$ cat config.mk
export PLATFORM = sky130hd
export DESIGN_NAME = scene_top
export DESIGN_NICKNAME = d
export VERILOG_FILES = /design/src/scene_pkg.sv /design/src/player_if.sv /design/src/pixel_compositor.sv /design/src/player_sprite.sv /design/src/scene_top.sv /design/src/terrain_map.sv /design/src/terrain_region.sv
export SDC_FILE = /design/constraint.sdc
export NUM_CORES = 1
export LEC_CHECK = 0
export CAP_MARGIN = 20
export CORE_ASPECT_RATIO = 2
export CORE_MARGIN = 10
export CORE_UTILIZATION = 25
export CTS_BUF_LIST = sky130_fd_sc_hd__clkbuf_16
export DETAILED_ROUTE_END_ITERATION = 7
export DONT_BUFFER_PORTS = 1
export PLACE_DENSITY = 0.41
export RECOVER_POWER = 50
export SLEW_MARGIN = 20
export SYNTH_ARGS = -nofsm -noshare
export SYNTH_HDL_FRONTEND = slang
export SYNTH_SLANG_ARGS = --single-unit
$ cat constraint.sdc
create_clock -name clk -period 1.81 [get_ports clk]
set_input_delay 0.362 -clock clk [delete_from_list [all_inputs] [get_ports clk]]
set_output_delay 0.362 -clock clk [all_outputs]
set_load 0.02 [all_outputs]
$ cat src/scene_pkg.sv
package scene_pkg;

    // ----------------------------------------
    // widths
    // ----------------------------------------
    localparam int COORD_W = 10;  // screen and sheet coordinates.
    localparam int ADDR_W  = 17;  // sprite sheet address.

    // ----------------------------------------
    // screen and sprite geometry
    // ----------------------------------------
    localparam int SCREEN_W = 320;
    localparam int SCREEN_H = 240;

    localparam int PLAYER_W = 16;  // player box and frame pitch.
    localparam int PLAYER_H = 20;

    localparam int PLAYER_MEM_H = 0;    // first animation frame in the sheet.
    localparam int PLAYER_MEM_V = 100;

    // ----------------------------------------
    // region kinds and player states
    // ----------------------------------------
    localparam logic [1:0] KIND_SOLID = 2'd0;
    localparam logic [1:0] KIND_RED   = 2'd1;
    localparam logic [1:0] KIND_BLUE  = 2'd2;

    localparam logic [3:0] ST_STATIC = 4'd6;
    localparam logic [3:0] ST_RIGHT  = 4'd7;
    localparam logic [3:0] ST_LEFT   = 4'd8;
    localparam logic [3:0] ST_UP     = 4'd9;

    localparam int N_REGIONS = 7;  // regions per map.

endpackage

$ cat src/player_if.sv
`timescale 1ns/1ps

interface player_if import scene_pkg::*; ();

    logic [COORD_W-1:0] px;     // box left edge.
    logic [COORD_W-1:0] py;     // box top edge.
    logic [3:0]         state;
    logic [1:0]         jump;

    modport sprite_view (
        input px,
        input py,
        input state,
        input jump
    );

    modport terrain_view (
        input px,
        input py
    );

endinterface

$ cat src/pixel_compositor.sv
`timescale 1ns/1ps

module pixel_compositor import scene_pkg::*; #(
    parameter logic [ADDR_W-1:0] BG_ADDR = 17'd12900
) (
    input  logic              clk,
    input  logic              rst_n,
    input  logic              terrain_hit,
    input  logic              player_hit,
    input  logic [ADDR_W-1:0] terrain_addr,
    input  logic [ADDR_W-1:0] player_addr,
    output logic [ADDR_W-1:0] addr,
    output logic              sprite_on
);

    logic [ADDR_W-1:0] addr_next;

    // player over terrain over background.
    always_comb begin
        if (player_hit) begin
            addr_next = player_addr;
        end else if (terrain_hit) begin
            addr_next = terrain_addr;
        end else begin
            addr_next = BG_ADDR;
        end
    end

    always_ff @(posedge clk or negedge rst_n) begin
        if (!rst_n) begin
            addr      <= BG_ADDR;
            sprite_on <= 1'b0;
        end else begin
            addr      <= addr_next;
            sprite_on <= player_hit;  // marks a player pixel.
        end
    end

    a_addr_known : assert property (@(posedge clk) disable iff (!rst_n)
        !$isunknown(addr));

endmodule

$ cat src/player_sprite.sv
`timescale 1ns/1ps

module player_sprite import scene_pkg::*; #(
    parameter int SHEET_W = 320
) (
    input  logic               clk,
    input  logic               rst_n,
    input  logic [COORD_W-1:0] vga_h,
    input  logic [COORD_W-1:0] vga_v,
    player_if.sprite_view      player,
    output logic               player_hit,
    output logic [ADDR_W-1:0]  player_addr
);

    localparam int EXT_W = COORD_W + 1;

    logic [1:0]        frame;
    logic [EXT_W-1:0]  box_r, box_b;
    logic              in_box;
    logic [ADDR_W-1:0] row, col;

    // jumping overrides the walk frames.
    always_comb begin
        if (player.jump != 2'd0) begin
            frame = 2'd3;
        end else begin
            case (player.state)
                ST_STATIC: frame = 2'd0;
                ST_RIGHT:  frame = 2'd1;
                ST_LEFT:   frame = 2'd2;
                ST_UP:     frame = 2'd3;
                default:   frame = 2'd0;
            endcase
        end
    end

    assign box_r = EXT_W'(player.px) + EXT_W'(PLAYER_W);
    assign box_b = EXT_W'(player.py) + EXT_W'(PLAYER_H);

    // clipped to the screen, the box may hang past the right edge.
    assign in_box = (vga_h >= player.px) && (EXT_W'(vga_h) < box_r) &&
                    (vga_v >= player.py) && (EXT_W'(vga_v) < box_b) &&
                    (vga_h < COORD_W'(SCREEN_W)) && (vga_v < COORD_W'(SCREEN_H));

    assign row = ADDR_W'(PLAYER_MEM_V) + ADDR_W'(vga_v) - ADDR_W'(player.py);
    assign col = ADDR_W'(PLAYER_MEM_H) + ADDR_W'(frame) * ADDR_W'(PLAYER_W) +
                 ADDR_W'(vga_h) - ADDR_W'(player.px);

    always_ff @(posedge clk or negedge rst_n) begin
        if (!rst_n) begin
            player_hit <= 1'b0;
        end else begin
            player_hit <= in_box;
        end
    end

    always_ff @(posedge clk) begin
        player_addr <= ADDR_W'(row * SHEET_W) + col;
    end

    a_hit_in_box : assert property (@(posedge clk) disable iff (!rst_n)
        player_hit |->
            (COORD_W'($past(vga_h) - $past(player.px)) < COORD_W'(PLAYER_W)) &&
            (COORD_W'($past(vga_v) - $past(player.py)) < COORD_W'(PLAYER_H)));

endmodule

$ cat src/scene_top.sv
`timescale 1ns/1ps

module scene_top import scene_pkg::*; #(
    parameter int                SHEET_W = 320,
    parameter logic [ADDR_W-1:0] BG_ADDR = 17'd12900
) (
    input  logic               clk,
    input  logic               rst_n,
    input  logic               map_sel,
    input  logic [COORD_W-1:0] vga_h,
    input  logic [COORD_W-1:0] vga_v,
    input  logic [COORD_W-1:0] player_x,
    input  logic [COORD_W-1:0] player_y,
    input  logic [3:0]         player_state,
    input  logic [1:0]         player_jump,
    output logic [ADDR_W-1:0]  addr,
    output logic               sprite_on,
    output logic               touch_solid,
    output logic               touch_red,
    output logic               touch_blue
);

    logic              terrain_hit, player_hit;
    logic [ADDR_W-1:0] terrain_addr, player_addr;

    // ----------------------------------------
    // player bundle
    // ----------------------------------------
    player_if u_player ();

    assign u_player.px    = player_x;
    assign u_player.py    = player_y;
    assign u_player.state = player_state;
    assign u_player.jump  = player_jump;

    // ----------------------------------------
    // layers
    // ----------------------------------------
    terrain_map #(
        .SHEET_W (SHEET_W)
    ) u_terrain (
        .clk          (clk),
        .rst_n        (rst_n),
        .map_sel      (map_sel),
        .vga_h        (vga_h),
        .vga_v        (vga_v),
        .player       (u_player.terrain_view),
        .terrain_hit  (terrain_hit),
        .terrain_addr (terrain_addr),
        .touch_solid  (touch_solid),
        .touch_red    (touch_red),
        .touch_blue   (touch_blue)
    );

    player_sprite #(
        .SHEET_W (SHEET_W)
    ) u_sprite (
        .clk         (clk),
        .rst_n       (rst_n),
        .vga_h       (vga_h),
        .vga_v       (vga_v),
        .player      (u_player.sprite_view),
        .player_hit  (player_hit),
        .player_addr (player_addr)
    );

    pixel_compositor #(
        .BG_ADDR (BG_ADDR)
    ) u_compositor (
        .clk          (clk),
        .rst_n        (rst_n),
        .terrain_hit  (terrain_hit),
        .player_hit   (player_hit),
        .terrain_addr (terrain_addr),
        .player_addr  (player_addr),
        .addr         (addr),
        .sprite_on    (sprite_on)
    );

endmodule

$ cat src/terrain_map.sv
`timescale 1ns/1ps

module terrain_map import scene_pkg::*; #(
    parameter int SHEET_W = 320
) (
    input  logic               clk,
    input  logic               rst_n,
    input  logic               map_sel,
    input  logic [COORD_W-1:0] vga_h,
    input  logic [COORD_W-1:0] vga_v,
    player_if.terrain_view     player,
    output logic               terrain_hit,
    output logic [ADDR_W-1:0]  terrain_addr,
    output logic               touch_solid,
    output logic               touch_red,
    output logic               touch_blue
);

    // ----------------------------------------
    // layout tables, in priority order
    // ----------------------------------------
    // ceiling, red river, blue river, floor, left, right, wall.
    localparam logic [COORD_W-1:0] PH [2][N_REGIONS] = '{
        '{10'd0, 10'd150, 10'd210, 10'd0, 10'd0, 10'd310, 10'd10},
        '{10'd0, 10'd60,  10'd240, 10'd0, 10'd0, 10'd310, 10'd200}
    };
    localparam logic [COORD_W-1:0] PV [2][N_REGIONS] = '{
        '{10'd0, 10'd230, 10'd230, 10'd230, 10'd10, 10'd10, 10'd190},
        '{10'd0, 10'd230, 10'd230, 10'd230, 10'd10, 10'd10, 10'd150}
    };
    localparam logic [COORD_W-1:0] W [2][N_REGIONS] = '{
        '{10'd320, 10'd40, 10'd40, 10'd320, 10'd10, 10'd10, 10'd105},
        '{10'd320, 10'd40, 10'd40, 10'd320, 10'd10, 10'd10, 10'd110}
    };

    // same in both maps.
    localparam logic [COORD_W-1:0] H [N_REGIONS] =
        '{10'd10, 10'd6, 10'd6, 10'd10, 10'd220, 10'd220, 10'd8};
    localparam logic [COORD_W-1:0] MH [N_REGIONS] =
        '{10'd0, 10'd0, 10'd55, 10'd0, 10'd305, 10'd305, 10'd50};
    localparam logic [COORD_W-1:0] MV [N_REGIONS] =
        '{10'd220, 10'd65, 10'd70, 10'd220, 10'd10, 10'd10, 10'd215};
    localparam logic [1:0] KIND [N_REGIONS] = '{KIND_SOLID, KIND_RED, KIND_BLUE,
        KIND_SOLID, KIND_SOLID, KIND_SOLID, KIND_SOLID};

    logic [N_REGIONS-1:0] hit_v;
    logic [N_REGIONS-1:0] touch_v;
    logic [ADDR_W-1:0]    addr_v [N_REGIONS];

    for (genvar i = 0; i < N_REGIONS; i++) begin : g_region
        terrain_region #(
            .SHEET_W (SHEET_W)
        ) u_region (
            .clk   (clk),
            .rst_n (rst_n),
            .ph    (PH[map_sel][i]),
            .pv    (PV[map_sel][i]),
            .w     (W[map_sel][i]),
            .h     (H[i]),
            .mh    (MH[i]),
            .mv    (MV[i]),
            .px    (player.px),
            .py    (player.py),
            .vga_h (vga_h),
            .vga_v (vga_v),
            .hit   (hit_v[i]),
            .addr  (addr_v[i]),
            .touch (touch_v[i])
        );
    end

    // first hit wins, so walk from the lowest priority up.
    always_comb begin
        terrain_hit  = 1'b0;
        terrain_addr = '0;
        for (int i = N_REGIONS - 1; i >= 0; i--) begin
            if (hit_v[i]) begin
                terrain_hit  = 1'b1;
                terrain_addr = addr_v[i];
            end
        end
    end

    always_comb begin
        touch_solid = 1'b0;
        touch_red   = 1'b0;
        touch_blue  = 1'b0;
        for (int i = 0; i < N_REGIONS; i++) begin
            if (touch_v[i]) begin
                case (KIND[i])
                    KIND_SOLID: touch_solid = 1'b1;
                    KIND_RED:   touch_red   = 1'b1;
                    KIND_BLUE:  touch_blue  = 1'b1;
                    default:    ;
                endcase
            end
        end
    end

    a_map_sel_known : assert property (@(posedge clk) disable iff (!rst_n)
        !$isunknown(map_sel));

endmodule

$ cat src/terrain_region.sv
`timescale 1ns/1ps

module terrain_region import scene_pkg::*; #(
    parameter int SHEET_W = 320
) (
    input  logic               clk,
    input  logic               rst_n,
    input  logic [COORD_W-1:0] ph,
    input  logic [COORD_W-1:0] pv,
    input  logic [COORD_W-1:0] w,
    input  logic [COORD_W-1:0] h,
    input  logic [COORD_W-1:0] mh,
    input  logic [COORD_W-1:0] mv,
    input  logic [COORD_W-1:0] px,
    input  logic [COORD_W-1:0] py,
    input  logic [COORD_W-1:0] vga_h,
    input  logic [COORD_W-1:0] vga_v,
    output logic               hit,
    output logic [ADDR_W-1:0]  addr,
    output logic               touch
);

    localparam int EXT_W = COORD_W + 1;

    logic [EXT_W-1:0]  h_end, v_end;   // one past the far edges.
    logic [EXT_W-1:0]  box_r, box_b;
    logic              pix_in, over;
    logic [ADDR_W-1:0] row, col;

    assign h_end = EXT_W'(ph) + EXT_W'(w);
    assign v_end = EXT_W'(pv) + EXT_W'(h);
    assign box_r = EXT_W'(px) + EXT_W'(PLAYER_W);
    assign box_b = EXT_W'(py) + EXT_W'(PLAYER_H);

    assign pix_in = (vga_h >= ph) && (EXT_W'(vga_h) < h_end) &&
                    (vga_v >= pv) && (EXT_W'(vga_v) < v_end);

    // player box against the region rectangle.
    assign over = (EXT_W'(px) < h_end) && (box_r > EXT_W'(ph)) &&
                  (EXT_W'(py) < v_end) && (box_b > EXT_W'(pv));

    assign row = ADDR_W'(mv) + ADDR_W'(vga_v) - ADDR_W'(pv);
    assign col = ADDR_W'(mh) + ADDR_W'(vga_h) - ADDR_W'(ph);

    always_ff @(posedge clk or negedge rst_n) begin
        if (!rst_n) begin
            hit   <= 1'b0;
            touch <= 1'b0;
        end else begin
            hit   <= pix_in;
            touch <= over;
        end
    end

    always_ff @(posedge clk) begin
        addr <= ADDR_W'(row * SHEET_W) + col;  // only meaningful with hit.
    end

    // the map tables must keep every region inside the sheet.
    a_addr_in_sheet : assert property (@(posedge clk) disable iff (!rst_n)
        hit |-> (int'(addr) < SHEET_W * SCREEN_H));

endmodule

==> reports/qor.csv <==
metric,value,unit
TNS Setup,-83580,ps
Setup Slack @ Placement,-2379,ps
"Cell Chain, Critical Path",clkinvlp_4 > buf_4 > ha_4 > o21ai_1 > xnor2_1 > ha_1 > fa_2 > ha_4 > inv_2 > ha_4 > and4_1 > a211o_1 > a21o_1 > o22ai_2 > buf_4 > xor2_1,
"Clk Latency, worst-skew pair",460,ps
Fin Hold WS,58.47,ps
largest net degree at the start of global routing,34,
Final Util,41.64,%
Mean Syn Cell Area,8.739,um^2
Mapped Area,16120,um^2
synth-to-layout area growth,65.08,%
global-route wire length before repair,98930,um
startpoint types,input pin,
Pleak,12.06,nW
crit path buf inv count,4,
total CTS buffers,17,
Mapped Nets,2257,
status,finished with violations,
Final WS setup,-1756,ps
share of post-route cells with drive strength above 1,47.90,%
Die Ht,379.1,um
clk buf depth,2,
final-report hold violation count,0,
failing checks,negative setup slack,
clock slew at reported path FFs,80,ps
Worst VDD drop,2.400,mV
Final nets,2904,
H-tree Lvls,4,
Syn. warnings,0,
final wirelength,66710,um
CP top delay family,adder cells,
Post-synth EDFFs,0,
fin crit period,3566,ps
GRT Total Usage,17.58,%
fin cells,3303,
crit end category,register,
core area,63920,um^2
pin slew with the least headroom to its limit,1031,ps
Synth cell types,86,
register area share after synthesis,20.69,%
FMAX,280.4,MHz
CP max stage delay,620,ps
Die Area,75670,um^2
grt total ovfl,0,
post-DR wirelength/cell,20.20,um
post-place instance area,21970,um^2
Slew headroom,31.25,%
PD cells,1344,nW/um^2
Vias/cell,4.732,
Critical Path AT,3940,ps
Die Wd,199.6,um
"Primary FF master, synth",dfxtp_1,
routed via count,15629,
clk root buf,clkbuf_16,
fin area,26620,um^2
Hold Crit Class,in2reg,
Rows,131,
clock sinks,158,
Pins Over Slew Limit,0,
number of max-cap violations,0,
DR DRC count,0,
#FFs+latches synth,158,
Final setup viols,94,
ANT nets after route,0,
"Async S/R FF share, synth",20.89,%
critical path required time,2180,ps
IO Count,70,
Antenna Cells,0,
CP max stage cell,fa_2,
initial antenna violation count,0,
"most used cell, CP",ha_4,
number of port buffers,0,
clk_skew,14.98,ps
Pre-antenna DRT Iters,4,
GPL Wtd Cong,0.8883,
CTS tree,built,
crit path max fanout,11,
Setup Crit Path Kind,in2reg,
Initial Util,25.22,%
vias in the first global route,17035,
Pwr Total,35.78,mW
RSZ-0062 raised after global routing,yes,
Starting DRT DRC Count,394,
Synth Instances,1845,
crit share post-route,197.0,%
placed instance count,3170,
half-perimeter wire length after placement,54290,um
[metal layers]
layer / wire length, um / vias up / GRT usage, % / share of wire (%)
met2: 38750 / 217 / 35.71 / 58
met4: 4830 / 0 / 11.62 / 7.2
met3: 1192 / 116 / 1.756 / 1.8
li1: - / 7742 / - / -
met5: 0 / - / 0 / 0
met1: 21930 / 7554 / 15.66 / 33
[repair_timing]
action | CTS | global route
resized for setup | 351 | 274
setup endpoints to repair | 104 | 108
hold buffers | 9 | 0
buffers inserted | 55 | 61
endpoints found under the hold margin | 43 | 0
gates cloned | 0 | 0
pin swaps | 159 | 191
[layout by cell type (no fill, tap or decap), drive strengths merged, types with 55 or more instances in the layout]
| master | count |
|---|---|
| inv | 185 |
| dfxtp | 125 |
| nor2 | 113 |
| xnor2 | 171 |
| buf | 644 |
| xor2 | 55 |
| o21ai | 94 |
| nand2 | 102 |
| ha | 334 |
| a21oi | 146 |
[final timing paths]
kind | from | to | slack (ps) | cells past startpoint
setup / recovery | vga_v[3] | u_terrain.g_region[5].u_region.addr[14] | -1760 | 16
hold / removal | vga_v[0] | u_terrain.g_region[2].u_region.addr[6] | 60 | 1
hold reg to reg | u_sprite.player_addr[13] | u_compositor.addr[13] | 400 | 2
max in group asynchronous | rst_n | u_terrain.g_region[5].u_region.hit | 480 | 2
min in group asynchronous | rst_n | u_compositor.addr[1] | 610 | 2
setup reg to reg | u_terrain.g_region[6].u_region.hit | u_compositor.addr[14] | -180 | 9
[worst register-to-register path: stages (launching register included)]
cell,delay [ps]
dfrtp_1,390
nor2b_4,170
buf_12,150
a221oi_4,230
nor3_2,60
a21oi_2,220
o21ai_2,140
mux2i_2,210
o21ai_1,100
a22o_1,210
[cell type report]
cell class                 count  area (um^2)
multi-input combinational   1465        15550
clock buffer                  17        425.4
sequential                   158         3337
fill                        6321        37310
clock inverter                15        163.9
tap                          798        998.5
inverter                     187        744.5
timing repair buffer         663         5391
[registers in the layout, summed over array words and instances (netlist names)]
register,flops
u_terrain.g_region.u_region.addr,108
u_compositor.addr,17
u_sprite.player_addr,17
u_terrain.g_region.u_region.hit,7
u_terrain.g_region.u_region.touch,7
u_compositor.sprite_on,1
u_sprite.player_hit,1
[cells in the mapped netlist (all sizes together), types with 23 or more instances]
| cell type | count | area share, % |
|---|---|---|
| a21o | 49 | 2.3 |
| ha | 334 | 26 |
| xor2 | 55 | 3.0 |
| xnor2 | 171 | 9.3 |
| dfrtp | 27 | 4.2 |
| nand2 | 102 | 2.4 |
| clkbuf | 23 | 0.54 |
| nor2b | 43 | 1.7 |
| o21ai | 94 | 2.9 |
| nor3 | 33 | 1.0 |
| fa | 29 | 3.6 |
| inv | 184 | 4.3 |
| a21oi | 146 | 4.6 |
| nor2 | 113 | 2.7 |
| dfxtp | 125 | 16 |
[power breakdown]
group / switching, mW / internal, mW
registers: 0.548 / 4.81
logic: 11.8 / 14.8
clock network: 1.90 / 1.86
total: 14.3 / 21.5
[kinds of logic after synthesis]
kind of cell | count (synthesis) | share of synthesized area, %
multiplexers | 18 | 1.156
flip-flops | 158 | 20.69
adder cells (fa/ha/maj) | 363 | 29.52
AND/OR/NAND/NOR | 387 | 11.59
buffers and inverters | 222 | 5.339
XOR/XNOR | 230 | 12.84
AO/OA/AOI/OAI | 467 | 18.87
(Power assumes the default switching activity.)
